--- src/logic/rv_pkg.sv ---
package rv_pkg;

    localparam int XLEN       = 64;
    localparam logic [XLEN-1:0] RESET_PC = '0;
    localparam int DMEM_WORDS = 256;             // doublewords
    localparam int DMEM_AW    = $clog2(DMEM_WORDS);

    // major opcodes of the kept subset
    typedef enum logic [6:0] {
        OP_LOAD   = 7'b0000011,
        OP_IMM    = 7'b0010011,
        OP_AUIPC  = 7'b0010111,
        OP_IMM_W  = 7'b0011011,
        OP_STORE  = 7'b0100011,
        OP_REG    = 7'b0110011,
        OP_LUI    = 7'b0110111,
        OP_REG_W  = 7'b0111011,
        OP_BRANCH = 7'b1100011,
        OP_JALR   = 7'b1100111,
        OP_JAL    = 7'b1101111
    } opcode_e;

    typedef enum logic [3:0] {
        ALU_ADD,
        ALU_SUB,
        ALU_SLT,
        ALU_SLTU,
        ALU_AND,
        ALU_OR,
        ALU_XOR,
        ALU_SLL,
        ALU_SRL,
        ALU_SRA,
        ALU_PASS_B                               // lui
    } alu_op_e;

    typedef enum logic {S1_REG, S1_PC} src1_sel_e;

    typedef enum logic [1:0] {S2_REG, S2_IMM, S2_FOUR} src2_sel_e;

    typedef enum logic [2:0] {IMM_I, IMM_S, IMM_B, IMM_U, IMM_J} imm_sel_e;

    typedef enum logic [1:0] {PC_SEQ, PC_BRANCH, PC_JAL, PC_JALR} pc_sel_e;

    typedef enum logic {WB_ALU, WB_MEM} wb_sel_e;

    // same order as funct3[1:0] of loads and stores
    typedef enum logic [1:0] {
        SZ_B,
        SZ_H,
        SZ_W,
        SZ_D
    } mem_size_e;

endpackage
--- src/logic/rv_regfile.sv ---
`timescale 1ns/100ps

module rv_regfile import rv_pkg::*; (
    input  logic            clk,
    input  logic [4:0]      rs1_addr,
    input  logic [4:0]      rs2_addr,
    input  logic [4:0]      rd_addr,
    input  logic            rd_we,
    input  logic [XLEN-1:0] rd_data,
    output logic [XLEN-1:0] rs1_data,
    output logic [XLEN-1:0] rs2_data
);
    logic [XLEN-1:0] regs [32];

    always_ff @(posedge clk) begin
        if (rd_we && (rd_addr != 5'd0)) begin
            regs[rd_addr] <= rd_data;
        end
    end

    // x0 is hardwired
    assign rs1_data = (rs1_addr == 5'd0) ? '0 : regs[rs1_addr];
    assign rs2_data = (rs2_addr == 5'd0) ? '0 : regs[rs2_addr];

endmodule

--- config.mk ---
export PLATFORM = sky130hd
export DESIGN_NAME = rv_regfile
export DESIGN_NICKNAME = d
export VERILOG_FILES = /design/src/logic/rv_pkg.sv /design/src/logic/rv_regfile.sv
export SDC_FILE = /design/constraint.sdc
export NUM_CORES = 2
export LEC_CHECK = 0
export ABC_AREA = 1
export BUFFER_PORTS_ARGS = -buffer_cell sky130_fd_sc_hd__buf_2
export CORE_MARGIN = 10
export CORE_UTILIZATION = 40
export CTS_CLUSTER_DIAMETER = 50
export DETAILED_ROUTE_END_ITERATION = 12
export HOLD_SLACK_MARGIN = 0.06
export SLEW_MARGIN = 10
export SYNTH_ARGS = -nofsm -noshare
export SYNTH_HDL_FRONTEND = slang
export SYNTH_SLANG_ARGS = --single-unit
--- constraint.sdc ---
create_clock -name clk -period 4.65 [get_ports clk]
set_input_delay 0.93 -clock clk [delete_from_list [all_inputs] [get_ports clk]]
set_output_delay 0.93 -clock clk [all_outputs]
set_load 0.02 [all_outputs]
==> summary.md <==
| Metric | Value |
|---|---|
| Rows | `about 190` |
| Synth Register Bits | `2048` |
| Detail Route Antenna Nets | `0` |
| Worst VDD drop | `0.324 mV` |
| Die width | `approximately 530 um` |
| Initial antenna violation count | `33` |
| Max_cap viols | `0` |
| Slew Limit Headroom | `a little under a quarter` |
| Vias | `a little over 90000` |
| Primary FF master, synth | `edfxtp_1` |
| Synth Warn # | `0` |
| Worst hold margin | `between 400 and 500 ps` |
| Biggest regs | `regs: 2048 flops` |
| Gates resized, CTS repair | `0` |
| Number of global-route vias before repair | `87256` |
| CTS Buf Count | `around 280` |
| # IOs | `209` |
| Synth top area share | `around 60%` |
| Nature of the critical path endpoint | `output pin` |
| Most common cell in the netlist | `nand2_1` |
| RSZ-0062 raised after global routing | `no` |
| Die area | `~280000 sq um` |
| Crit path launch | `rs2_addr[0]` |
| Final GP Congestion | `0.860` |
| # DRC | `0` |
| CP delay by family, top | `buffers and inverters` |
| Post-synthesis cell area | `103000 sq um` |
| Final HPWL DP | `around 210000 um` |
| Core area | `257000 sq um` |
| Post-Syn Instances | `between 10000 and 15000` |
| FMAX | `0.225 GHz` |
| CP Class | `input port to output pin` |
| Initial DRC count | `about 14000` |
| Required time worst endpoint | `around 3700 ps` |
| Setup TNS Final | `0 ps` |
| Share of layout cells above drive strength 1 | `about 8.3%` |
| Setup crit start kind | `input port` |
| Worst slew pin tran | `about 1200 ps` |
| Die Ht | `about 530 um` |
| Reg clk slew, reported paths | `about 60 ps` |
| I/O Buffers | `between 200 and 250` |
| Hold Crit Class | `input port to flop` |
| Power Total | `about 46 mW` |
| Final nets | `11957` |
| Crit path max fanout | `approximately 50` |
| Htree depth | `5` |
| Synth area leader | `edfxtp_1` |
| Setup bufs post-CTS | `0` |
| Asr flop ratio synth | `0%` |
| WL per Instance | `between 20 and 30 um` |
| CTS tree | `done` |
| Root Buffer | `clkbuf_16` |
| Fin crit share | `between 90% and 100%` |
| Clock Path Buffers | `4` |
| Setup-failing EPs final | `0` |
| Top reg by flops | `regs` |
| Drt pass-1 iters | `9` |
| Fin. Hold Viols | `0` |
| Worst Path Buf+Inv | `6` |
| Final Critical Period | `4450 ps` |
| Initial core utilization | `40.2%` |
| First-pass GRT wire length | `575000 um` |
| Wirelength, routed | `~400000 um` |
| Outcome | `completed` |
| Leakage Power | `46.1 nW` |
| Crit path cell chain | `buf_8, inv_16, buf_12, buf_12, buf_4, o21ai_0, nand3_1, nand3_1, nand2_1, nand2_1, nor2_1, buf_2` |
| Mapped Avg Cell Area | `8.72 sq um` |
| Arrival time worst endpoint | `around 3500 ps` |
| Sequential share of the synthesized area | `around three fifths` |
| Post-DR vias/cell | `just under 6` |
| Final Max Tran Viols | `0` |
| Slowest Stage Delay on Critical Path | `between 400 and 500 ps` |
| Worst path slowest cell | `o21ai_0` |
| Distinct cells, synth | `24` |
| Hold path start | `rd_data[63]` |
| EDFF count, synth | `slightly above 2000` |
| Synth cell count leaders | `nand2_1 (4281), edfxtp_1 (2048), nand3_1 (1994)` |
| Largest net degree at the start of global routing | `121` |
| Hold buffer count at CTS | `0` |
| Area growth, synth to finish | `14.8%` |
| Largest cells by area after synthesis | `edfxtp_1 (60%), nand2_1 (16%), nand3_1 (9.7%)` |
| Max FFs per register | `just over 2000` |
| Total GRT Usage | `between 20% and 30%` |
| Clock sinks | `2048` |
| Pwr dens | `between 300 and 400 nW/um^2` |
| Congestion Overflow GR | `0` |
[cell usage in the layout, fill, tap and decap left out, types with 17 or more instances in the layout]
| cell type | count |
|---|---|
| clkbuf_16 | 282 |
| buf_4 | 187 |
| o21ai_0 | 688 |
| a21oi_1 | 154 |
| bufinv_16 | 27 |
| nand3_1 | 1994 |
| inv_1 | 125 |
| inv_6 | 22 |
| diode_2 | 17 |
| o21ai_1 | 80 |
| nor2_4 | 33 |
| clkinv_2 | 33 |
| clkinv_1 | 41 |
| buf_12 | 166 |
| clkbuf_1 | 38 |
| conb_1 | 64 |
| o22ai_1 | 35 |
| nand2_1 | 4279 |
| nor2_1 | 1464 |
| edfxtp_1 | 2048 |
| o211ai_1 | 41 |
| buf_2 | 198 |
[layer usage]
layer	GRT usage, %	share of wire, %
met3	5.54	12
met2	42.0	44
met4	14.0	5.7
met5	0	0.025
met1	36.3	38
[report_power, final]
| part | switching, mW | internal [mW] |
|---|---|---|
| clock network | 8.18 | 12.6 |
| registers | 0.115 | 20.6 |
| logic | 3.58 | 1.33 |
[through the flow]
stage               worst slack [ps]  utilization [%]  instances  instance area [sq um]
detailed placement               283             42.7      14981                 110000
floorplan                        261                -      11897                 103000
CTS                              278             46.1      15450                 118000
global route                    61.9             46.1      15459                 118000
finish                           204             46.1      15467                 118000
global placement                 287             42.7      14981                 110000
[cell families after synthesis]
logic type             after synthesis  synth area share (%)
AOI/OAI and AO/OA                  998                  4.98
and+or+nand+nor                   7790                  30.8
DFF                               2048                  59.6
other                                1               0.00364
buffers and inverters              997                  4.57
[layout make-up]
type | count | area, sq um
clock inverter | 149 | 1550
antenna | 17 | 42.5
tap | 3384 | 4230
multi-input combinational | 8852 | 37400
fill | 23608 | 138000
clock buffer | 320 | 7200
timing repair buffer | 560 | 5850
inverter | 137 | 592
sequential | 2048 | 61500
[final timing paths]
check                          end  slack, ps  cells past startpoint
worst max-delay path  rs2_data[24]        200                     12
worst min-delay path  regs[15][63]        470                      1
(Power assumes the default switching activity.)
