### config.mk
export PLATFORM = sky130hd
export DESIGN_NAME = rv_alu
export DESIGN_NICKNAME = d
export VERILOG_FILES = /design/src/logic/rv_pkg.sv /design/src/logic/rv_alu.sv
export SDC_FILE = /design/constraint.sdc
export NUM_CORES = 1
export LEC_CHECK = 0
export ABC_AREA = 1
export BUFFER_PORTS_ARGS = -buffer_cell sky130_fd_sc_hd__buf_2
export CELL_PAD_IN_SITES_DETAIL_PLACEMENT = 1
export CELL_PAD_IN_SITES_GLOBAL_PLACEMENT = 2
export CORE_UTILIZATION = 28
export DETAILED_ROUTE_END_ITERATION = 8
export GPL_TIMING_DRIVEN = 0
export PLACE_DENSITY_LB_ADDON = 0.1
export SETUP_SLACK_MARGIN = 0.05
export SYNTH_ARGS = -nofsm -noshare
export SYNTH_HDL_FRONTEND = slang
export SYNTH_SLANG_ARGS = --single-unit
export TNS_END_PERCENT = 30
### constraint.sdc
create_clock -name vclk -period 4.4
set_input_delay 0.66 -clock vclk [all_inputs]
set_output_delay 0.66 -clock vclk [all_outputs]
set_load 0.01 [all_outputs]
### src/logic/rv_pkg.sv
package rv_pkg;

    localparam int XLEN       = 64;
    localparam logic [XLEN-1:0] RESET_PC = '0;
    localparam int DMEM_WORDS = 256;             // doublewords
    localparam int DMEM_AW    = $clog2(DMEM_WORDS);

    // major opcodes of the kept subset
    typedef enum logic [6:0] {
        OP_LOAD   = 7'b0000011,
        OP_IMM    = 7'b0010011,
        OP_AUIPC  = 7'b0010111,
        OP_IMM_W  = 7'b0011011,
        OP_STORE  = 7'b0100011,
        OP_REG    = 7'b0110011,
        OP_LUI    = 7'b0110111,
        OP_REG_W  = 7'b0111011,
        OP_BRANCH = 7'b1100011,
        OP_JALR   = 7'b1100111,
        OP_JAL    = 7'b1101111
    } opcode_e;

    typedef enum logic [3:0] {
        ALU_ADD,
        ALU_SUB,
        ALU_SLT,
        ALU_SLTU,
        ALU_AND,
        ALU_OR,
        ALU_XOR,
        ALU_SLL,
        ALU_SRL,
        ALU_SRA,
        ALU_PASS_B                               // lui
    } alu_op_e;

    typedef enum logic {S1_REG, S1_PC} src1_sel_e;

    typedef enum logic [1:0] {S2_REG, S2_IMM, S2_FOUR} src2_sel_e;

    typedef enum logic [2:0] {IMM_I, IMM_S, IMM_B, IMM_U, IMM_J} imm_sel_e;

    typedef enum logic [1:0] {PC_SEQ, PC_BRANCH, PC_JAL, PC_JALR} pc_sel_e;

    typedef enum logic {WB_ALU, WB_MEM} wb_sel_e;

    // same order as funct3[1:0] of loads and stores
    typedef enum logic [1:0] {
        SZ_B,
        SZ_H,
        SZ_W,
        SZ_D
    } mem_size_e;

endpackage
### src/logic/rv_alu.sv
`timescale 1ns/100ps

module rv_alu import rv_pkg::*; (
    input  alu_op_e         alu_op,
    input  logic            word_op,
    input  logic [XLEN-1:0] a,
    input  logic [XLEN-1:0] b,
    output logic [XLEN-1:0] result
);
    logic [5:0]      shamt;
    logic [XLEN-1:0] sh_src;
    logic [XLEN-1:0] raw;

    assign shamt = word_op ? {1'b0, b[4:0]} : b[5:0];

    // word shifts only see the low half of a
    always_comb begin
        sh_src = a;
        if (word_op) begin
            sh_src = (alu_op == ALU_SRA) ? {{(XLEN-32){a[31]}}, a[31:0]}
                                         : {{(XLEN-32){1'b0}}, a[31:0]};
        end
    end

    always_comb begin
        case (alu_op)
            ALU_ADD:    raw = a + b;
            ALU_SUB:    raw = a - b;
            ALU_SLT:    raw = XLEN'($signed(a) < $signed(b));
            ALU_SLTU:   raw = XLEN'(a < b);
            ALU_AND:    raw = a & b;
            ALU_OR:     raw = a | b;
            ALU_XOR:    raw = a ^ b;
            ALU_SLL:    raw = sh_src << shamt;
            ALU_SRL:    raw = sh_src >> shamt;
            ALU_SRA:    raw = $signed(sh_src) >>> shamt;
            ALU_PASS_B: raw = b;
            default:    raw = '0;
        endcase
    end

    assign result = word_op ? {{(XLEN-32){raw[31]}}, raw[31:0]} : raw;  // *w results

endmodule

==> metrics.md <==
| Metric | Value |
|---|---|
| Cell Chain, Critical Path | `buf_2, nor2_1, inv_1, nor2_1, clkbuf_2, clkdlybuf4s15_2, a211oi_2, nand2_1, nor2_4, nand4_1, nand2_1, nand2_2, buf_6` |
| Non-Filler Instances | `6138` |
| Fin worst setup slack | `-0.1229 ns` |
| Worst-margin pin slew | `around 1.4 ns` |
| Max_cap viols | `0` |
| Crit path kind | `input port to output pin` |
| Filler instances | `11317` |
| Number of distinct library cells after synthesis | `between 50 and 60` |
| Compound-Gate Fraction of Synth Area | `0.2255` |
| Largest fanout on the critical path | `10` |
| RSZ-0062 raised after global routing | `yes` |
| Layout cell share with drive strength beyond 1 | `0.1961` |
| DRT Wirelength | `between 200000 and 250000 µm` |
| Die Height | `~290 µm` |
| Met2 wire len | `about 94000 µm` |
| Core area | `~80000 µm²` |
| Most frequent cells in the layout | `nand2_1 (1370), nand3_1 (573), inv_1 (552)` |
| Outcome | `finished, violations left` |
| Final min period | `between 4 and 5 ns` |
| Post-synthesis cell area | `22970 µm²` |
| Gate Count Post-Synth | `approximately 4800` |
| Reg area | `0 µm²` |
| Drt wl/cell | `approximately 36 µm` |
| Post-detailed-route count of antenna-violating nets | `0` |
| Total congestion overflow | `0` |
| GP Congestion | `1.111` |
| HP Class | `input port to output pin` |
| Synthesized area per cell | `roughly 4.8 µm²` |
| Seq/Total Area, Yosys | `0` |
| # DRC | `6` |
| Critical path's slowest cell | `clkdlybuf4s15_2` |
| Metal3 WL | `roughly 21000 µm` |
| Post-Synth XOR/XNOR Area | `0.002288` |
| Clock buf count | `0` |
| Io pins | `a little under 200` |
| Largest net degree at the start of global routing | `12` |
| DR iter-0 viols | `around 4000` |
| Die width | `between 200 and 300 µm` |
| Dpl cells | `a little over 6000` |
| YS warnings | `0` |
| Largest family of logic cells by synthesized area | `simple AND/OR/NAND/NOR gates` |
| Die footprint | `slightly above 80000 µm²` |
| Startpoint types | `input port` |
| Most common cell after layout, fill and taps aside | `nand2_1` |
| Syn Nets | `between 5000 and 6000` |
| GR Util All Layers | `0.5078` |
| I/O Buffers | `between 150 and 200` |
| Failing checks | `DRC, setup timing` |
| Area growth from synthesis to final layout | `28.84%` |
| Vias in the first global route | `~37000` |
| Row Count | `between 100 and 150` |
| Cts hold-fix bufs | `0` |
| Max incr delay on CP | `slightly below 0.6 ns` |
| Highest clock rate | `221.1 MHz` |
| Initial antenna violation count | `6` |
| Met1 Wirelength | `~80000 µm` |
| Fin. Hold Viols | `0` |
| Setup-failing EPs final | `24` |
| Fin crit share | `1.028` |
| TritonRoute pass-1 iters | `9` |
| DPL Wire Length | `about 180000 µm` |
| Max Transition Viols Final | `0` |
| First-pass GRT wire length | `291600 µm` |
| Slew headroom | `0.03981` |
| CP arrival | `3.86 ns` |
| Mux cell area share after synthesis | `0.004358` |
| Worst Setup End Kind | `output pin` |
| Vias | `38118` |
| Synth Area in Adders | `0.1129` |
| Num sequential | `0` |
| Vias per inst | `roughly 6.2` |
| Post-synthesis simple-gate area fraction | `0.5079` |
| Req. time, crit path | `~3.7 ns` |
| Starting Density | `0.2842` |
| Top layer in use | `met5` |
| Nets@finish | `5414` |
==> what timing repair did <==
action / CTS / global route
resized for setup: 653 / 433
setup buffers: 57 / 54
pin swaps: 60 / 84
setup endpoints to repair: 64 / 63
cloned: 3 / 1
==> final timing paths <==
check | from | endpoint | slack [ns] | cells past startpoint
worst max-delay path | alu_op[1] | result[38] | -0.12 | 13
worst min-delay path | word_op | result[35] | 1.93 | 4
==> critical path: cells and delay by family <==
| family | cells | cell delay, ns |
|---|---|---|
| buffers and inverters | 5 | 1.40 |
| and+or+nand+nor | 7 | 1.23 |
| AOI/OAI and AO/OA | 1 | 0.54 |
==> layer usage <==
layer	vias to the layer above	track usage
met4	10	0.4683
li1	16321	-
met2	2459	0.7887
met5	-	0
met3	884	0.1180
met1	18444	0.5764
==> metrics by stage <==
stage	TNS [ns]	hold WS [ns]	instance area, µm²	utilization	setup slack (ns)
2_1_floorplan	0	1.475	22970	-	0.1376
3_3_place_gp	-133.34	1.903	25280	0.3128	-3.335
3_5_place_dp	-135.43	1.900	25280	0.3128	-3.355
4_1_cts	-0.2701	1.870	27890	0.3452	-0.05199
5_1_grt	-0.6335	1.934	29580	0.3661	-0.05560
6_report	-1.005	1.926	29590	0.3662	-0.1229
==> cell type report <==
type	count	area (µm²)	share of cell area
repair buffers	312	2176	0.07353
well taps	1060	1326	0.04482
inverters	614	2446	0.08266
plain buffers	226	1600	0.05408
diodes	5	12.51	0.0004228
multi-input cells	3921	22030	0.7445
==> Yosys cell counts, drive strengths merged, types with 18 or more instances <==
cell type / instances / share of area
nand2: 1497 / 0.25
nand3: 617 / 0.13
inv: 606 / 0.099
nor2: 496 / 0.082
o21ai: 396 / 0.086
a21oi: 292 / 0.064
ha: 204 / 0.11
buf: 127 / 0.027
clkbuf: 118 / 0.020
nand4: 71 / 0.019
nor3: 53 / 0.012
o211ai: 46 / 0.015
o22ai: 41 / 0.011
a211oi: 26 / 0.0085
o221ai: 22 / 0.0084
o21bai: 21 / 0.0069
or2: 18 / 0.0049
==> logic make-up (layout without fill, tap and decap cells) <==
group                    after synthesis  count (layout)
multiplexers                          10              10
other                                  0               5
AO/OA/AOI/OAI                        918             918
buffers and inverters                859            1152
XOR/XNOR                               6               6
AND/OR/NAND/NOR                     2781            2781
adder cells (fa/ha/maj)              206             206
