--- src/logic/rv_pkg.sv ---
package rv_pkg;

    localparam int XLEN       = 64;
    localparam logic [XLEN-1:0] RESET_PC = '0;
    localparam int DMEM_WORDS = 256;             // doublewords
    localparam int DMEM_AW    = $clog2(DMEM_WORDS);

    // major opcodes of the kept subset
    typedef enum logic [6:0] {
        OP_LOAD   = 7'b0000011,
        OP_IMM    = 7'b0010011,
        OP_AUIPC  = 7'b0010111,
        OP_IMM_W  = 7'b0011011,
        OP_STORE  = 7'b0100011,
        OP_REG    = 7'b0110011,
        OP_LUI    = 7'b0110111,
        OP_REG_W  = 7'b0111011,
        OP_BRANCH = 7'b1100011,
        OP_JALR   = 7'b1100111,
        OP_JAL    = 7'b1101111
    } opcode_e;

    typedef enum logic [3:0] {
        ALU_ADD,
        ALU_SUB,
        ALU_SLT,
        ALU_SLTU,
        ALU_AND,
        ALU_OR,
        ALU_XOR,
        ALU_SLL,
        ALU_SRL,
        ALU_SRA,
        ALU_PASS_B                               // lui
    } alu_op_e;

    typedef enum logic {S1_REG, S1_PC} src1_sel_e;

    typedef enum logic [1:0] {S2_REG, S2_IMM, S2_FOUR} src2_sel_e;

    typedef enum logic [2:0] {IMM_I, IMM_S, IMM_B, IMM_U, IMM_J} imm_sel_e;

    typedef enum logic [1:0] {PC_SEQ, PC_BRANCH, PC_JAL, PC_JALR} pc_sel_e;

    typedef enum logic {WB_ALU, WB_MEM} wb_sel_e;

    // same order as funct3[1:0] of loads and stores
    typedef enum logic [1:0] {
        SZ_B,
        SZ_H,
        SZ_W,
        SZ_D
    } mem_size_e;

endpackage
--- src/logic/rv_pc_unit.sv ---
`timescale 1ns/100ps

module rv_pc_unit import rv_pkg::*; (
    input  logic            clk,
    input  logic            rst,
    input  pc_sel_e         pc_sel,
    input  logic [2:0]      funct3,
    input  logic [XLEN-1:0] rs1_data,
    input  logic [XLEN-1:0] rs2_data,
    input  logic [XLEN-1:0] imm,
    input  logic            illegal,
    output logic [XLEN-1:0] pc
);
    logic            taken;
    logic [XLEN-1:0] pc_plus4;
    logic [XLEN-1:0] pc_rel;
    logic [XLEN-1:0] jalr_sum;
    logic [XLEN-1:0] pc_next;

    always_comb begin
        case (funct3)
            3'b000:  taken = (rs1_data == rs2_data);
            3'b001:  taken = (rs1_data != rs2_data);
            3'b100:  taken = ($signed(rs1_data) < $signed(rs2_data));
            3'b101:  taken = ($signed(rs1_data) >= $signed(rs2_data));
            3'b110:  taken = (rs1_data < rs2_data);
            3'b111:  taken = (rs1_data >= rs2_data);
            default: taken = 1'b0;
        endcase
    end

    assign pc_plus4 = pc + XLEN'(4);
    assign pc_rel   = pc + imm;
    assign jalr_sum = rs1_data + imm;

    always_comb begin
        case (pc_sel)
            PC_BRANCH: pc_next = taken ? pc_rel : pc_plus4;
            PC_JAL:    pc_next = pc_rel;
            PC_JALR:   pc_next = {jalr_sum[XLEN-1:1], 1'b0};  // lsb cleared
            default:   pc_next = pc_plus4;
        endcase
    end

    // parks on an illegal word until reset
    always_ff @(posedge clk) begin
        if (rst) begin
            pc <= RESET_PC;
        end else if (!illegal) begin
            pc <= pc_next;
        end
    end

endmodule

--- config.mk ---
export PLATFORM = sky130hd
export DESIGN_NAME = rv_pc_unit
export DESIGN_NICKNAME = d
export VERILOG_FILES = /design/src/logic/rv_pkg.sv /design/src/logic/rv_pc_unit.sv
export SDC_FILE = /design/constraint.sdc
export NUM_CORES = 1
export LEC_CHECK = 0
export BUFFER_PORTS_ARGS = -buffer_cell sky130_fd_sc_hd__buf_4
export CAP_MARGIN = 5
export CORE_ASPECT_RATIO = 0.6
export CORE_UTILIZATION = 49
export DETAILED_ROUTE_END_ITERATION = 10
export HOLD_SLACK_MARGIN = 0.15
export PLACE_DENSITY = 0.72
export SLEW_MARGIN = 10
export SYNTH_ARGS = -nofsm -noshare
export SYNTH_HDL_FRONTEND = slang
export SYNTH_SLANG_ARGS = --single-unit
--- constraint.sdc ---
create_clock -name clk -period 5.5 [get_ports clk]
set_clock_uncertainty 0.2 [all_clocks]
set_input_delay 1.1 -clock clk [delete_from_list [all_inputs] [get_ports clk]]
set_output_delay 1.1 -clock clk [all_outputs]
set_load 0.05 [all_outputs]
==> impl_metrics.py <==
metrics = {
    "route": {
        "viasPerCell": 6.59,
        "drtIter0Drc": 2298,
        "ant_nets": 0,
        "firstDrtPassIters": 6,
        "wl_per_cell_um": 22.6,
        "wl_mm": 57.8,
        "drc": 0,
        "vias": 16900,
    },
    "global_routing": {
        "grt_util_met2": 0.531,
        "grt_use_met1": 0.606,
        "met3_usage": 0.100,
        "grtUsageTotal": 0.391,
        "antenna_found_initial": 0,
        "grt_pass1_vias": 15400,
        "grt_pass1_wl_mm": 88.2,
        "grt_max_degree": 56,
        "busiest_layer": "met1",
        "overflow": 0,
    },
    "synthesis": {
        "syn_avg_cell_area_um2": 6.96,
        "synth_compound_area_frac": 0.356,
        "synth_top_family_by_area": "compound AO/OA/AOI/OAI gates",
        "synthSimpleGateAreaFrac": 0.208,
        "synth.ff_latch_count": 64,
        "synth_cell_types": 87,
        "yosysWarnings": 0,
        "syn_inst": 1963,
        "synth_edf_count": 0,
        "muxShareOfSynthArea": 0.00696,
        "async_flop_share": 0,
        "synthesis.nets": 2355,
        "synthAdderAreaFrac": 0.177,
        "synth_top_flop_cell": "dfxtp_1",
        "synth_area_um2": 13700,
        "seq_area_frac_synth": 0.0938,
        "synth_xor_xnor_area_share": 0.0968,
    },
    "die": {
        "start_util": 0.508,
        "rows": 46,
        "ios": 264,
        "design.die.area_um2": 28600,
        "coreArea_um2": 26900,
        "die_h_um": 131,
        "die_x_um": 218,
    },
    "pwr": {
        "p_clk_frac": 0.186,
        "peakVddDrop_mv": 0.155,
        "sw_frac_of_total": 0.493,
        "switchingPower_mw": 1.60,
        "pwr-share-comb": 0.626,
        "powerDensity_nw_per_um2": 197,
        "p_leak_nw": 7.59,
        "pwr-share-seq": 0.188,
        "p_int_mw": 1.64,
    },
    "finish": {
        "nets": 2588,
        "largest_registers": "pc x64",
        "n_antenna_cell": 0,
        "areaGrowthSynthToFinish_pct": 20.2,
        "layout-drive-gt1-share": 0.160,
        "largest_register_ffs": 64,
        "regMostFlops": "pc",
    },
    "worst_setup_path": {
        "critPathMaxFanout": 24,
        "end_kind": "flop",
        "worstPathArrival_ns": 5.18,
        "critPathRequiredTime_ns": 5.48,
        "startpoint_type": "input pin",
        "critPathKind": "in -> reg",
    },
    "clock_tree": {
        "tritoncts": "done",
        "cts-buffers-inserted": 9,
        "cts_buffer_depth": 2,
        "clk_latency_ns": 0.35,
        "cts_max_level": 3,
        "cts_sinks": 64,
        "postCtsSetupBuffers": 0,
        "clock_tree.root_cell": "clkbuf_16",
        "clkSlewWorstSetupHoldPaths_ns": 0.06,
    },
    "sta": {
        "setup_viol": 0,
        "fin_crit_sh": 0.946,
        "drv_slew": 0,
        "finalHoldViolCount": 0,
        "whs_ns": 0.352,
        "timing.fmax_mhz": 192,
        "period_minus_slack_ns": 5.20,
        "tightest_slew_ns": 0.914,
        "grt_setup_unrepaired": "false",
        "tns_ns": 0,
        "slew_headroom": 0.389,
    },
    "run_status": {
        "status": "finished clean",
    },
    "worst_hold_path": {
        "hold_class": "reg -> reg",
    },
    "placed_design": {
        "gp_congestion": 1.02,
        "port_buffers": 263,
        "hpwl_mm": 47.5,
    },
    "job": {
        "maxCapViolations": 0,
    },
}
[worst paths after layout]
kind	startpoint	endpoint	slack (ns)	depth (start not counted)
worst min register to register	pc[54]	pc[54]	0.35	2
worst max register to register	pc[0]	pc[62]	1.22	14
worst max-delay path	rs1_data[45]	pc[43]	0.30	14
worst min-delay path	pc[54]	pc[54]	0.35	2
[per-layer routing]
layer	vias up	share of wire
met2	1134	0.38
met1	7836	0.46
met5	-	0
li1	7814	-
met3	87	0.15
met4	0	0.015
[cells by family after synthesis]
logic type | Yosys count
multiplexers | 8
AO/OA/AOI/OAI | 739
buffers and inverters | 212
XOR/XNOR | 151
adder cells (fa/ha/maj) | 192
flip-flops | 64
AND/OR/NAND/NOR | 597
[power by group through the flow]
stage	registers (mW)	clock network, mW	logic [mW]
6_report	0.607	0.602	2.03
5_1_grt	0.610	0.614	2.17
4_1_cts	0.600	0.592	1.96
3_5_place_dp	0.610	0	1.95
3_3_place_gp	0.609	0	1.94
2_1_floorplan	0.734	0	1.16
[worst max-delay path, stage by stage]
cell	delay, ns
buf_4	0.12
ha_1	0.31
a2111oi_0	0.47
a221oi_1	0.23
buf_4	0.18
o21ai_0	0.53
o211a_1	0.37
nand3b_1	0.14
nand3_1	0.34
nor3_2	0.52
nor2_2	0.19
buf_12	0.22
a221oi_1	0.31
a221oi_1	0.12
[stage by stage]
step | setup WS (ns) | instances | utilization | power, mW | cell area (µm²)
3_3_place_gp | -0.254 | 2545 | 0.600 | 2.54 | 16100
4_1_cts | 0.0696 | 2560 | 0.610 | 3.15 | 16400
5_1_grt | 0.168 | 2560 | 0.611 | 3.39 | 16400
2_1_floorplan | 1.29 | 1963 | - | 1.89 | 13700
6_report | 0.299 | 2560 | 0.611 | 3.23 | 16400
3_5_place_dp | -0.289 | 2545 | 0.600 | 2.56 | 16100
[layout by cell type, fill, tap and decap left out, drive strengths merged, types with 30 or more instances in the layout]
cell,synthesis,final
nor2,132,132
a211oi,30,30
o21ai,141,141
buf,18,309
nor3,62,62
o21bai,30,30
nand4,52,52
xnor2,87,87
xor2,64,64
nand2,173,173
ha,190,190
nand3,70,70
inv,123,123
a21o,89,89
a21oi,224,224
dfxtp,64,64
[synth_stat cells (all sizes together), types with 15 or more instances]
cell / instances / area share
a21oi: 224 / 0.083
ha: 190 / 0.17
nand2: 173 / 0.048
o21ai: 141 / 0.052
nor2: 132 / 0.036
inv: 123 / 0.034
a21o: 89 / 0.049
xnor2: 87 / 0.056
nand3: 70 / 0.026
clkbuf: 69 / 0.019
dfxtp: 64 / 0.094
xor2: 64 / 0.041
nor3: 62 / 0.023
nand4: 52 / 0.024
a211oi: 30 / 0.017
o21bai: 30 / 0.016
a221oi: 26 / 0.018
and3: 23 / 0.011
o21a: 23 / 0.013
o31ai: 22 / 0.012
o211ai: 20 / 0.011
a31oi: 19 / 0.0087
buf: 18 / 0.0075
nand2b: 16 / 0.0073
nor4: 15 / 0.0069
[layout make-up]
type	count	area [µm²]
fill	2512	10500
sequential	64	1280
tap	360	450
clock buffer	11	243
clock inverter	4	45.0
multi-input combinational	1687	11600
timing repair buffer	309	2340
inverter	125	469
[what timing repair did]
action,in CTS,in global routing
gates resized for setup,0,2
setup endpoints to repair,0,18
hold buffers,0,0
Power figures use the tool's default switching activity.
