`config.mk`:
```
export PLATFORM = sky130hd
export DESIGN_NAME = rv_imm_gen
export DESIGN_NICKNAME = d
export VERILOG_FILES = /design/src/logic/rv_pkg.sv /design/src/logic/rv_imm_gen.sv
export SDC_FILE = /design/constraint.sdc
export NUM_CORES = 1
export LEC_CHECK = 0
export BUFFER_PORTS_ARGS = -buffer_cell sky130_fd_sc_hd__buf_4
export CORE_UTILIZATION = 37
export DETAILED_ROUTE_END_ITERATION = 8
export PLACE_DENSITY_LB_ADDON = 0.1
export SETUP_SLACK_MARGIN = 0.1
export SLEW_MARGIN = 30
export SYNTH_ARGS = -nofsm -noshare
export SYNTH_HDL_FRONTEND = slang
export SYNTH_SLANG_ARGS = --single-unit
```
`constraint.sdc`:
```
create_clock -name vclk -period 5.8
set_input_delay 1.16 -clock vclk [all_inputs]
set_output_delay 1.16 -clock vclk [all_outputs]
set_load 0.02 [all_outputs]
```
`src/logic/rv_pkg.sv`:
```
package rv_pkg;

    localparam int XLEN       = 64;
    localparam logic [XLEN-1:0] RESET_PC = '0;
    localparam int DMEM_WORDS = 256;             // doublewords
    localparam int DMEM_AW    = $clog2(DMEM_WORDS);

    // major opcodes of the kept subset
    typedef enum logic [6:0] {
        OP_LOAD   = 7'b0000011,
        OP_IMM    = 7'b0010011,
        OP_AUIPC  = 7'b0010111,
        OP_IMM_W  = 7'b0011011,
        OP_STORE  = 7'b0100011,
        OP_REG    = 7'b0110011,
        OP_LUI    = 7'b0110111,
        OP_REG_W  = 7'b0111011,
        OP_BRANCH = 7'b1100011,
        OP_JALR   = 7'b1100111,
        OP_JAL    = 7'b1101111
    } opcode_e;

    typedef enum logic [3:0] {
        ALU_ADD,
        ALU_SUB,
        ALU_SLT,
        ALU_SLTU,
        ALU_AND,
        ALU_OR,
        ALU_XOR,
        ALU_SLL,
        ALU_SRL,
        ALU_SRA,
        ALU_PASS_B                               // lui
    } alu_op_e;

    typedef enum logic {S1_REG, S1_PC} src1_sel_e;

    typedef enum logic [1:0] {S2_REG, S2_IMM, S2_FOUR} src2_sel_e;

    typedef enum logic [2:0] {IMM_I, IMM_S, IMM_B, IMM_U, IMM_J} imm_sel_e;

    typedef enum logic [1:0] {PC_SEQ, PC_BRANCH, PC_JAL, PC_JALR} pc_sel_e;

    typedef enum logic {WB_ALU, WB_MEM} wb_sel_e;

    // same order as funct3[1:0] of loads and stores
    typedef enum logic [1:0] {
        SZ_B,
        SZ_H,
        SZ_W,
        SZ_D
    } mem_size_e;

endpackage
```
`src/logic/rv_imm_gen.sv`:
```
`timescale 1ns/100ps

module rv_imm_gen import rv_pkg::*; (
    input  logic [31:0]     instr,
    input  imm_sel_e        imm_sel,
    output logic [XLEN-1:0] imm
);
    logic sign;

    assign sign = instr[31];

    always_comb begin
        case (imm_sel)
            IMM_I: imm = {{(XLEN-12){sign}}, instr[31:20]};
            IMM_S: imm = {{(XLEN-12){sign}}, instr[31:25], instr[11:7]};
            // branch and jump offsets are in halfwords
            IMM_B: imm = {{(XLEN-12){sign}}, instr[7], instr[30:25], instr[11:8], 1'b0};
            IMM_U: imm = {{(XLEN-32){sign}}, instr[31:12], 12'b0};
            IMM_J: imm = {{(XLEN-20){sign}}, instr[19:12], instr[20], instr[30:21], 1'b0};
            default: imm = '0;
        endcase
    end

endmodule

```
==> results of run 1 <==
-- critical path, delay by kind of cell --
kind / cells / cell delay [ps]
AOI/OAI and AO/OA: 2 / 310
buffers and inverters: 2 / 380
and+or+nand+nor: 1 / 530
-- layout by cell type (no fill, tap or decap) --
master,count
buf_4,92
nand2_1,22
a21oi_1,17
o22ai_1,12
nor2b_1,7
nand2b_1,5
inv_1,5
mux2_2,4
and2b_1,2
and3b_1,1
maj3_2,1
nand2b_4,1
and2_0,1
mux2i_1,1
nor3_1,1
o32ai_1,1
o21ai_0,1
and2_2,1
-- cells by family (layout without fill, tap and decap cells) --
group           after synthesis  count (layout)  share of synthesized area
compound gates               31              31                      0.223
fa+ha+maj                     1               1                     0.0144
buf+inv                      48              97                      0.420
mux                           5               5                     0.0705
simple gates                 41              41                      0.272
-- metrics by stage --
stage                     worst slack [ps]   util  hold WS (ps)  cell area (um2)
after global routing                  2150  0.604          2640             1200
after CTS                             2060  0.604          2620             1200
after floorplan                       2160      -          2480              781
after detailed placement              2080  0.604          2620             1200
final                                 2250  0.604          2620             1200
after global placement                2160  0.604          2610             1200
-- worst paths after layout --
kind / start / end / slack [ps] / depth (start not counted)
hold / removal: instr[26] / imm[26] / 2620 / 4
setup / recovery: imm_sel[2] / imm[11] / 2250 / 5
-- layer usage --
metal  part of all wire  routed length (um)  global-route usage
met1               0.40                 864               0.196
met2               0.51                1090               0.316
met3              0.086                 183              0.0113
met4                  0                   0                   0
met5                  0                   0                   0
-- power by group through the flow --
stage / logic, mW / clock network (mW) / registers, mW
finish: 0.145 / 0 / 0
CTS: 0.146 / 0 / 0
global route: 0.157 / 0 / 0
global placement: 0.143 / 0 / 0
floorplan: 0.100 / 0 / 0
detailed placement: 0.145 / 0 / 0
-- final cells by class --
| class | count | area [um2] |
|---|---|---|
| fillers | 189 | 785 |
| well taps | 27 | 33.8 |
| multi-input cells | 78 | 454 |
| inverters | 5 | 18.8 |
| repair buffers | 92 | 691 |
==> out/metrics.cfg, run 1 <==
[cells_and_area]
num_antenna_cells=0
clock_buffers=0
seq_cells=0
syn_to_final_growth_pct=53.4
regArea_um2=0
layout-drive-gt1-share=0.566
nNetsFinal=212
fin_cells=202

[setup_path]
cp_slowest_stage_delay_ps=530
cp.arrival_ps=2390
cp_slowest_cell=nor2b_1
startpoint_type=input pin
crit_top_cell=buf_4
cp-end-kind=primary output
crit_fanout=19
cp.required_ps=4640
critical_path_class=input pin to primary output
cp_cell_sequence=buf_4 > nor2b_1 > a21oi_1 > o32ai_1 > buf_4

[drt]
routed_wl_mm=2.14
drt-wirelength-per-cell_um=10.6
vias=962
drtIter0Drc=4
drcViolationCount=0
vias_per_cell=4.76
drt_pre_antenna_iters=4
ant_nets=0

[power_and_ir_drop]
power_switching_uw=79.6
power_uw=145
p_leak_nw=0.675
p_int_uw=65.0
netSwitchingFraction=0.551
seqPwrFrac=0
p_comb_frac=1.000
ir_drop_mv=0.0585
pwr-share-clk=0
power.density_nw_per_um2=121

[floorplanning]
die_x_um=47.9
row_count=16
ios=99
initial_utilization=0.394
core_area_um2=1980
die_area_um2=2300
die_y_um=47.9

[cts]
cts-hold-fix-buffers=0
cts_setup_buffers=0
post_cts_resized=0

[sta]
period_needed_ps=3550
rsz0062_at_grt=no
finalHoldViolCount=0
fmax_mhz=282
report.final.slew_viol_count=0
worst_pin_slew_ps=642
setup_tns_ps=0
maxSlewHeadroom=0.571
setup_viol=0
timing.final.crit_share=0.612

[synth]
synth_cell_types=21
ys_top_cells_by_area=buf_4, a21oi_1, nand2_1
syn_area_per_cell_um2=6.20
synthDominantCellAreaShare=0.308
synthCells=126
syn_nets=161
yosysSeqAreaShare=0
synth_area_leader_cell=buf_4
yosysMostFrequentCell=buf_4
ys_top_cells_by_count=buf_4, nand2_1, a21oi_1
synth_warnings=0
netlist_area_um2=781

[status]
status=finished clean

[grt]
overflow=0
grt_max_degree=34
first_global_vias=681
grt_pass1_wl_mm=2.79
track_usage=0.160
antenna_found_initial=0

[placement]
io_buffer_count=92
place.gp.congestion=0.643
dp.cells=202
dp_hpwl_mm=1.66

[worst_hold_path]
hold_path_class=input pin to primary output

[run]
cap_violations=0

Note: power is estimated with default switching activity, not from simulation.
==> run 2, diff against run 1 <==
--- a/config.mk
+++ b/config.mk
@@ -5,8 +5,9 @@
 export SDC_FILE = /design/constraint.sdc
 export NUM_CORES = 1
 export LEC_CHECK = 0
+export ABC_AREA = 1
 export BUFFER_PORTS_ARGS = -buffer_cell sky130_fd_sc_hd__buf_4
-export CORE_UTILIZATION = 37
+export CORE_UTILIZATION = 35
 export DETAILED_ROUTE_END_ITERATION = 8
 export PLACE_DENSITY_LB_ADDON = 0.1
 export SETUP_SLACK_MARGIN = 0.1
==> constraint.sdc (replaced) <==
create_clock -name vclk -period 3.6
set_input_delay 0.72 -clock vclk [all_inputs]
set_output_delay 0.72 -clock vclk [all_outputs]
set_load 0.02 [all_outputs]
==> out/metrics.cfg, run 2 <==
[synth]
ys_top_cells_by_area=buf_4, nand3_2, nand3_1
yosysSeqAreaShare=0  ; unchanged
netlist_area_um2=835  ; +6.9%
synth_cell_types=17  ; -19%
ys_top_cells_by_count=buf_4, nand2_1, nand3_1
syn_area_per_cell_um2=6.23  ; +0.51%
yosysMostFrequentCell=buf_4
synth_warnings=0  ; unchanged
synthCells=134  ; +6.3%
synthDominantCellAreaShare=0.288  ; -0.0198
syn_nets=169  ; +5.0%
synth_area_leader_cell=buf_4

[placement]
io_buffer_count=92  ; unchanged
dp_hpwl_mm=1.75  ; +5.3%
pre_cts_slack_ps=909  ; -1170 ps
dp.cells=215  ; +6.4%
place.gp.congestion=0.669  ; +4.0%

[setup_path]
crit_path_start=imm_sel[1]
cp.arrival_ps=1960  ; -430 ps
cp-end-kind=primary output
crit_fanout=33  ; +14
startpoint_type=input pin
critical_path_class=input pin to primary output
cp.required_ps=2880  ; -1760 ps

[cts]
post_cts_resized=0  ; unchanged
cts-hold-fix-buffers=0  ; unchanged
cts_setup_buffers=0  ; unchanged

[drt]
drcViolationCount=0  ; unchanged
drt_pre_antenna_iters=4  ; unchanged
routed_wl_mm=2.29  ; +6.9%
ant_nets=0  ; unchanged
drt-wirelength-per-cell_um=10.6  ; +0.41%
vias_per_cell=4.84  ; +1.7%
drtIter0Drc=19  ; +15
vias=1041  ; +8.2%

[floorplanning]
die_x_um=50.8  ; +6.0%
die_y_um=50.8  ; +6.0%
die_area_um2=2580  ; +12%
row_count=17  ; +1
initial_utilization=0.374  ; -0.0203
core_area_um2=2230  ; +13%
ios=99  ; unchanged

[power_and_ir_drop]
p_int_uw=101  ; +55%
p_leak_nw=0.765  ; +13%
power_uw=239  ; +66%
seqPwrFrac=0  ; unchanged
power.density_nw_per_um2=188  ; +56%
netSwitchingFraction=0.579  ; +0.0281
power_switching_uw=139  ; +74%
pwr-share-clk=0  ; unchanged
ir_drop_mv=0.0906  ; +55%
p_comb_frac=1.000  ; about the same

[grt]
first_global_vias=794  ; +17%
track_usage=0.164  ; +0.00464
grt_pass1_wl_mm=3.48  ; +25%
antenna_found_initial=0  ; unchanged
grt_max_degree=34  ; unchanged
overflow=0  ; unchanged

[sta]
rsz0062_at_grt=no
report.final.slew_viol_count=0  ; unchanged
worst_pin_slew_ps=341  ; -302 ps
maxSlewHeadroom=0.772  ; +0.201
setup_tns_ps=0  ; unchanged
fmax_mhz=374
period_needed_ps=2680
finalHoldViolCount=0  ; unchanged
setup_ws_ps=923  ; -1330 ps
timing.final.crit_share=0.744
setup_viol=0  ; unchanged

[worst_hold_path]
min_from=instr[13]
min_to=imm[13]
hold_path_class=input pin to primary output
worstHoldPathCells=4  ; unchanged

[cells_and_area]
seq_cells=0  ; unchanged
layout-drive-gt1-share=0.620  ; +0.0546
fillers=208  ; +10%
num_antenna_cells=0  ; unchanged
regArea_um2=0  ; unchanged
fin_cells=215  ; +6.4%
clock_buffers=0  ; unchanged
nNetsFinal=224  ; +5.7%
syn_to_final_growth_pct=52.3
final_common_cell=buf_4
layout_common_cells=buf_4, nand2_1, nand3_1, nand4_1, nand3_2

[status]
status=finished clean

[run]
cap_violations=0  ; unchanged

## run 2: changes by cell type after synthesis, sizes merged, moves of 6 or more
cell and delta:
nand3 +30, nand4 +14, a21oi -16, nand2b -6, nand2 +7, nor2b -7
o22ai -12, nor2 +14
## run 2: worst max path at each step
stage / endpoint / depth (start not counted) / slack [ps]
global placement: imm[31] / 6 / 950
detailed placement: imm[41] / 6 / 910
floorplan: imm[32] / 4 / 340
CTS: imm[41] / 6 / 910
finish: imm[41] / 6 / 920
global route: imm[41] / 6 / 820
## run 2: kinds of logic (layout without fill, tap and decap cells)
kind of cell           after synthesis  after routing  share of synthesized area
and+or+nand+nor                     87             87                      0.607
buffers and inverters               45             98                      0.381
AOI/OAI and AO/OA                    2              2                     0.0120
## run 2: layer usage
metal  share of wire  wire length [um]  global-route usage
met1            0.41               934               0.207
met2            0.51              1160               0.324
met3           0.084               192             0.00298
met4               0                 0                   0
met5               0                 0                   0
## run 2: area by class of cell
type | instances | area, um2 | share of cell area
repair buffers | 93 | 698 | 0.549
multi-input cells | 89 | 519 | 0.408
well taps | 28 | 35.0 | 0.0276
inverters | 5 | 18.8 | 0.0148
## run 2: power groups by stage
stage	logic [mW]	registers, mW	clock network [mW]
2_1_floorplan	0.162	0	0
3_3_place_gp	0.238	0	0
3_5_place_dp	0.240	0	0
4_1_cts	0.241	0	0
5_1_grt	0.255	0	0
6_report	0.239	0	0
## run 2: critical path: stages
cell and delay, ps:
buf_4 180, nor2_4 320, nor2_2 150, nor2_2 100, buf_4 280, buf_4 200
## run 2: through the flow
stage	hold slack [ps]	area (um2)	util
final	1750	1270	0.569
after global routing	1770	1270	0.569
after CTS	1750	1270	0.569
after detailed placement	1750	1270	0.569
after global placement	1750	1270	0.569
after floorplan	1570	835	-
