[config.mk]
export PLATFORM = sky130hd
export DESIGN_NAME = rv_control
export DESIGN_NICKNAME = d
export VERILOG_FILES = /design/src/logic/rv_pkg.sv /design/src/logic/rv_control.sv
export SDC_FILE = /design/constraint.sdc
export NUM_CORES = 1
export LEC_CHECK = 0
export ABC_AREA = 1
export BUFFER_PORTS_ARGS = -buffer_cell sky130_fd_sc_hd__buf_4
export CORE_ASPECT_RATIO = 0.6
export CORE_MARGIN = 4
export CORE_UTILIZATION = 26
export DETAILED_ROUTE_END_ITERATION = 16
export GPL_ROUTABILITY_DRIVEN = 0
export GPL_TIMING_DRIVEN = 0
export PLACE_DENSITY = 0.61
export SYNTH_ARGS = -nofsm -noshare
export SYNTH_HDL_FRONTEND = slang
export SYNTH_SLANG_ARGS = --single-unit
[constraint.sdc]
create_clock -name vclk -period 1.95
set_input_delay 0.2925 -clock vclk [all_inputs]
set_output_delay 0.2925 -clock vclk [all_outputs]
set_load 0.005 [all_outputs]
[src/logic/rv_pkg.sv]
package rv_pkg;

    localparam int XLEN       = 64;
    localparam logic [XLEN-1:0] RESET_PC = '0;
    localparam int DMEM_WORDS = 256;             // doublewords
    localparam int DMEM_AW    = $clog2(DMEM_WORDS);

    // major opcodes of the kept subset
    typedef enum logic [6:0] {
        OP_LOAD   = 7'b0000011,
        OP_IMM    = 7'b0010011,
        OP_AUIPC  = 7'b0010111,
        OP_IMM_W  = 7'b0011011,
        OP_STORE  = 7'b0100011,
        OP_REG    = 7'b0110011,
        OP_LUI    = 7'b0110111,
        OP_REG_W  = 7'b0111011,
        OP_BRANCH = 7'b1100011,
        OP_JALR   = 7'b1100111,
        OP_JAL    = 7'b1101111
    } opcode_e;

    typedef enum logic [3:0] {
        ALU_ADD,
        ALU_SUB,
        ALU_SLT,
        ALU_SLTU,
        ALU_AND,
        ALU_OR,
        ALU_XOR,
        ALU_SLL,
        ALU_SRL,
        ALU_SRA,
        ALU_PASS_B                               // lui
    } alu_op_e;

    typedef enum logic {S1_REG, S1_PC} src1_sel_e;

    typedef enum logic [1:0] {S2_REG, S2_IMM, S2_FOUR} src2_sel_e;

    typedef enum logic [2:0] {IMM_I, IMM_S, IMM_B, IMM_U, IMM_J} imm_sel_e;

    typedef enum logic [1:0] {PC_SEQ, PC_BRANCH, PC_JAL, PC_JALR} pc_sel_e;

    typedef enum logic {WB_ALU, WB_MEM} wb_sel_e;

    // same order as funct3[1:0] of loads and stores
    typedef enum logic [1:0] {
        SZ_B,
        SZ_H,
        SZ_W,
        SZ_D
    } mem_size_e;

endpackage
[src/logic/rv_control.sv]
`timescale 1ns/100ps

module rv_control import rv_pkg::*; (
    input  logic        rst,
    input  logic [31:0] instr,
    output alu_op_e     alu_op,
    output src1_sel_e   src1_sel,
    output src2_sel_e   src2_sel,
    output imm_sel_e    imm_sel,
    output logic        word_op,
    output pc_sel_e     pc_sel,
    output logic        rf_we,
    output wb_sel_e     wb_sel,
    output logic        mem_en,
    output logic        mem_we,
    output mem_size_e   mem_size,
    output logic        mem_unsigned,
    output logic        illegal
);
    opcode_e    opcode;
    logic [2:0] funct3;
    logic [6:0] funct7;
    logic [4:0] rd;

    logic inst_addi, inst_andi, inst_sltiu, inst_slli, inst_srli, inst_srai, inst_addiw;
    logic inst_lui, inst_auipc, inst_jal, inst_jalr;
    logic inst_add, inst_sub, inst_and, inst_or, inst_xor;
    logic inst_slt, inst_sltu, inst_sll, inst_srl, inst_sra;
    logic inst_addw, inst_subw;
    logic inst_beq, inst_bne, inst_blt, inst_bge, inst_bltu, inst_bgeu;
    logic inst_ld, inst_lw, inst_lh, inst_lb, inst_lwu, inst_lhu, inst_lbu;
    logic inst_sd, inst_sw, inst_sh, inst_sb;
    logic i_type, r_type, b_type, load, store, legal, writes_rd;

    assign opcode = opcode_e'(instr[6:0]);
    assign funct3 = instr[14:12];
    assign funct7 = instr[31:25];
    assign rd     = instr[11:7];

    // immediate alu group, shamt bit 5 lives in funct7[0]
    assign inst_addi  = (opcode == OP_IMM) && (funct3 == 3'b000);
    assign inst_sltiu = (opcode == OP_IMM) && (funct3 == 3'b011);
    assign inst_andi  = (opcode == OP_IMM) && (funct3 == 3'b111);
    assign inst_slli  = (opcode == OP_IMM) && (funct3 == 3'b001) && (funct7[6:1] == 6'b000000);
    assign inst_srli  = (opcode == OP_IMM) && (funct3 == 3'b101) && (funct7[6:1] == 6'b000000);
    assign inst_srai  = (opcode == OP_IMM) && (funct3 == 3'b101) && (funct7[6:1] == 6'b010000);
    assign inst_addiw = (opcode == OP_IMM_W) && (funct3 == 3'b000);

    assign inst_lui   = (opcode == OP_LUI);
    assign inst_auipc = (opcode == OP_AUIPC);
    assign inst_jal   = (opcode == OP_JAL);
    assign inst_jalr  = (opcode == OP_JALR) && (funct3 == 3'b000);

    assign inst_add  = (opcode == OP_REG) && (funct3 == 3'b000) && (funct7 == 7'b0000000);
    assign inst_sub  = (opcode == OP_REG) && (funct3 == 3'b000) && (funct7 == 7'b0100000);
    assign inst_sll  = (opcode == OP_REG) && (funct3 == 3'b001) && (funct7 == 7'b0000000);
    assign inst_slt  = (opcode == OP_REG) && (funct3 == 3'b010) && (funct7 == 7'b0000000);
    assign inst_sltu = (opcode == OP_REG) && (funct3 == 3'b011) && (funct7 == 7'b0000000);
    assign inst_xor  = (opcode == OP_REG) && (funct3 == 3'b100) && (funct7 == 7'b0000000);
    assign inst_srl  = (opcode == OP_REG) && (funct3 == 3'b101) && (funct7 == 7'b0000000);
    assign inst_sra  = (opcode == OP_REG) && (funct3 == 3'b101) && (funct7 == 7'b0100000);
    assign inst_or   = (opcode == OP_REG) && (funct3 == 3'b110) && (funct7 == 7'b0000000);
    assign inst_and  = (opcode == OP_REG) && (funct3 == 3'b111) && (funct7 == 7'b0000000);
    assign inst_addw = (opcode == OP_REG_W) && (funct3 == 3'b000) && (funct7 == 7'b0000000);
    assign inst_subw = (opcode == OP_REG_W) && (funct3 == 3'b000) && (funct7 == 7'b0100000);

    assign inst_beq  = (opcode == OP_BRANCH) && (funct3 == 3'b000);
    assign inst_bne  = (opcode == OP_BRANCH) && (funct3 == 3'b001);
    assign inst_blt  = (opcode == OP_BRANCH) && (funct3 == 3'b100);
    assign inst_bge  = (opcode == OP_BRANCH) && (funct3 == 3'b101);
    assign inst_bltu = (opcode == OP_BRANCH) && (funct3 == 3'b110);
    assign inst_bgeu = (opcode == OP_BRANCH) && (funct3 == 3'b111);

    assign inst_lb  = (opcode == OP_LOAD) && (funct3 == 3'b000);
    assign inst_lh  = (opcode == OP_LOAD) && (funct3 == 3'b001);
    assign inst_lw  = (opcode == OP_LOAD) && (funct3 == 3'b010);
    assign inst_ld  = (opcode == OP_LOAD) && (funct3 == 3'b011);
    assign inst_lbu = (opcode == OP_LOAD) && (funct3 == 3'b100);
    assign inst_lhu = (opcode == OP_LOAD) && (funct3 == 3'b101);
    assign inst_lwu = (opcode == OP_LOAD) && (funct3 == 3'b110);

    assign inst_sb = (opcode == OP_STORE) && (funct3 == 3'b000);
    assign inst_sh = (opcode == OP_STORE) && (funct3 == 3'b001);
    assign inst_sw = (opcode == OP_STORE) && (funct3 == 3'b010);
    assign inst_sd = (opcode == OP_STORE) && (funct3 == 3'b011);

    // instruction classes
    assign i_type = inst_addi | inst_andi | inst_sltiu | inst_slli | inst_srli | inst_srai
                  | inst_addiw;
    assign r_type = inst_add | inst_sub | inst_and | inst_or | inst_xor | inst_slt | inst_sltu
                  | inst_sll | inst_srl | inst_sra | inst_addw | inst_subw;
    assign b_type = inst_beq | inst_bne | inst_blt | inst_bge | inst_bltu | inst_bgeu;
    assign load   = inst_ld | inst_lw | inst_lh | inst_lb | inst_lwu | inst_lhu | inst_lbu;
    assign store  = inst_sd | inst_sw | inst_sh | inst_sb;

    assign writes_rd = i_type | r_type | load | inst_lui | inst_auipc | inst_jal | inst_jalr;
    assign legal     = writes_rd | b_type | store;

    always_comb begin
        alu_op = ALU_ADD;                        // also addresses, auipc, links
        if (inst_sub | inst_subw)       alu_op = ALU_SUB;
        else if (inst_slt)              alu_op = ALU_SLT;
        else if (inst_sltu | inst_sltiu) alu_op = ALU_SLTU;
        else if (inst_and | inst_andi)  alu_op = ALU_AND;
        else if (inst_or)               alu_op = ALU_OR;
        else if (inst_xor)              alu_op = ALU_XOR;
        else if (inst_sll | inst_slli)  alu_op = ALU_SLL;
        else if (inst_srl | inst_srli)  alu_op = ALU_SRL;
        else if (inst_sra | inst_srai)  alu_op = ALU_SRA;
        else if (inst_lui)              alu_op = ALU_PASS_B;
    end

    assign src1_sel = (inst_auipc | inst_jal | inst_jalr) ? S1_PC : S1_REG;
    assign src2_sel = (r_type | b_type)      ? S2_REG  :
                      (inst_jal | inst_jalr) ? S2_FOUR : S2_IMM;
    assign imm_sel  = store                  ? IMM_S :
                      b_type                 ? IMM_B :
                      (inst_lui | inst_auipc) ? IMM_U :
                      inst_jal               ? IMM_J : IMM_I;
    assign word_op  = inst_addiw | inst_addw | inst_subw;

    assign pc_sel = b_type    ? PC_BRANCH :
                    inst_jal  ? PC_JAL    :
                    inst_jalr ? PC_JALR   : PC_SEQ;

    assign rf_we        = ~rst & writes_rd & (rd != 5'd0);  // x0 never written
    assign wb_sel       = load ? WB_MEM : WB_ALU;
    assign mem_en       = load | store;
    assign mem_we       = ~rst & store;
    assign mem_size     = mem_size_e'(funct3[1:0]);
    assign mem_unsigned = load & funct3[2];
    assign illegal      = ~rst & ~legal;

endmodule

==> qor.yml <==
finish:
  drive_gt1_frac: 0.4227
  n_sequential_cell: 0
  regArea_um2: 0
  final_nets: 229
  clock_buffers: 0
  n_antenna_cell: 0
  area.growth.synth_to_final_pct: 50.74
  stdcell_area_um2: 1152
  fill_cells: 301
  multi_input_area_um2: 656.9
setup_path:
  path_cells: "buf_4 > inv_2 > nand3_1 > nor2_1 > a21oi_2 > nand3_2 > nor2_2 > nand3_2 > nand2_1 > inv_1 > buf_4"
  endpoint_kind: "output port"
  start_kind: "primary input"
  crit_end: "rf_we"
  critical-path-slowest-cell: "a21oi_2"
  cpPeakStageDelay_ns: 0.24
  worstSetupPathType: "in2out"
  startpoint: "instr[4]"
  crit_arrival_ns: 1.48
  cp_max_fo: 5
  required_ns: 1.66
min_path:
  min_path_type: "in2out"
job:
  drv_cap: 0
clocking:
  hold_buffers: 0
power:
  p_sw_frac: 0.5436
  clkPwrFrac: 0
  pwr-share-comb: 1.000
  leakagePower_nw: 0.6458
  cellInternalPower_w: 0.00005860
  switchingPower_w: 0.00006980
  p_per_area_nw_per_um2: 111.4
  pwr-share-seq: 0
  ir_drop_mv: 0.08208
  finalPower_w: 0.0001284
routing:
  num_vias: 1135
  drt-total-wl_mm: 2.731
  first_pass_iters: 5
  drc: 0
  wl_per_cell_um: 11.67
  postRouteAntennaNets: 0
  vias_per_cell: 4.850
  drt_iter0_markers: 83
grt:
  grt_pass1_vias: 907
  overflow: 0
  track_usage: 0.1281
  grt_max_degree: 11
  grt_first_pass_wirelength_mm: 4.181
  antenna_found_initial: 0
sta:
  slew_violations: 0
  hold_viol_final: 0
  tightest_slew_ns: 0.3689
  period_minus_slack_ns: 1.777
  whs_ns: 0.8289
  maxSlewHeadroom: 0.7530
  max_freq_mhz: 562.8
  post-route-period-util: 0.9112
  grt_setup_unrepaired: "false"
  setup_viol: 0
  setup_tns_ns: 0
  fin_ws_ns: 0.1731
floorplanning:
  pin_count: 54
  die_width_um: 78.01
  die_y_um: 50
  dieArea_um2: 3900
  rows: 14
  initial_core_util: 0.2890
  core-area_um2: 2645
logic_synthesis:
  synth_top_area_frac: 0.1473
  syn_area_um2: 764.5
  synth_xor_area_frac: 0
  synth_seq_area_share: 0
  ys_warn_count: 0
  syn_avg_cell_area_um2: 5.097
  yosysMostFrequentCell: "nand2_1"
  synthAdderAreaFrac: 0
  synth_compound_area_frac: 0.1097
  synth_cells: 150
  synth_top_cells_by_area: "nand2_1, nor2_1, nand3_1"
  synth-simple-area-share: 0.7398
  synth_top_family_by_area: "simple AND/OR/NAND/NOR gates"
  synth_nets: 183
  synth_cell_type_count: 24
  muxShareOfSynthArea: 0
  synth_top_area_cell: "nand2_1"
  synth_commonest_cells: "nand2_1, nor2_1, inv_1"
place:
  pre_cts_slack_ns: 0.1418
  hpwlAfterDp_mm: 2.395
  io_buffers: 44
  placed_area_um2: 1145
run_status:
  outcome: "finished, final reports clean"
cell type report:
type               count  share of cell area
multi-input cells    122              0.5700
repair buffers        44              0.2866
inverters             26             0.08686
well taps             40             0.04343
plain buffers          2             0.01303
metrics by stage:
step                cells    util
floorplan             150       -
global placement      234  0.4328
detailed placement    234  0.4328
CTS                   234  0.4328
global route          234  0.4357
finish                234  0.4357
worst max-delay path, delay by kind of cell:
family / cells / cell delay (ns)
buf+inv: 4 / 0.30
simple gates: 6 / 0.64
compound gates: 1 / 0.24
cell usage in the layout, fill, tap and decap left out:
cell / n
nand3_1: 16
nor2_1: 25
nor3_1: 5
o31ai_1: 1
nor2_2: 10
nor2_4: 4
inv_1: 18
or2_2: 2
nand2_1: 29
nand3_2: 3
inv_4: 1
o211ai_1: 4
inv_2: 7
nand2_2: 5
a21oi_1: 1
o41ai_1: 2
o21ai_0: 3
and2_4: 1
buf_4: 46
nand4_1: 6
a21oi_2: 1
nand2_4: 2
nor3b_1: 1
nand3b_1: 1
how the worst min path moves through the flow:
stage,endpoint,from,depth (start not counted),slack (ns)
CTS,mem_we,rst,3,0.83
global route,mem_we,rst,3,0.85
detailed placement,mem_we,rst,3,0.83
floorplan,mem_we,rst,1,0.62
finish,mem_we,rst,3,0.83
global placement,mem_we,rst,3,0.83
cell families after synthesis:
group / after synthesis
AND/OR/NAND/NOR: 110
buffers and inverters: 28
AO/OA/AOI/OAI: 12
what timing repair did:
| item | in CTS | in global routing |
|---|---|---|
| gates resized for setup | 0 | 2 |
| endpoints found under the setup margin | 0 | 3 |
| buffers inserted | 0 | 0 |
routing by layer:
layer  wire length [um]  track usage  share of wire  vias up
met4                  0            0              0        0
met2               1082       0.1804           0.40       62
li1                   -            -              -      574
met1               1260       0.1936           0.46      499
met5                  0            0              0        -
met3                388      0.04545           0.14        0
power groups by stage:
stage	clock network (W)	registers (W)	logic, W
after floorplan	0	0	0.0000575
after global placement	0	0	0.000124
after detailed placement	0	0	0.000127
after CTS	0	0	0.000128
after global routing	0	0	0.000142
final	0	0	0.000128
No activity file was read; power rests on OpenSTA's default activity.
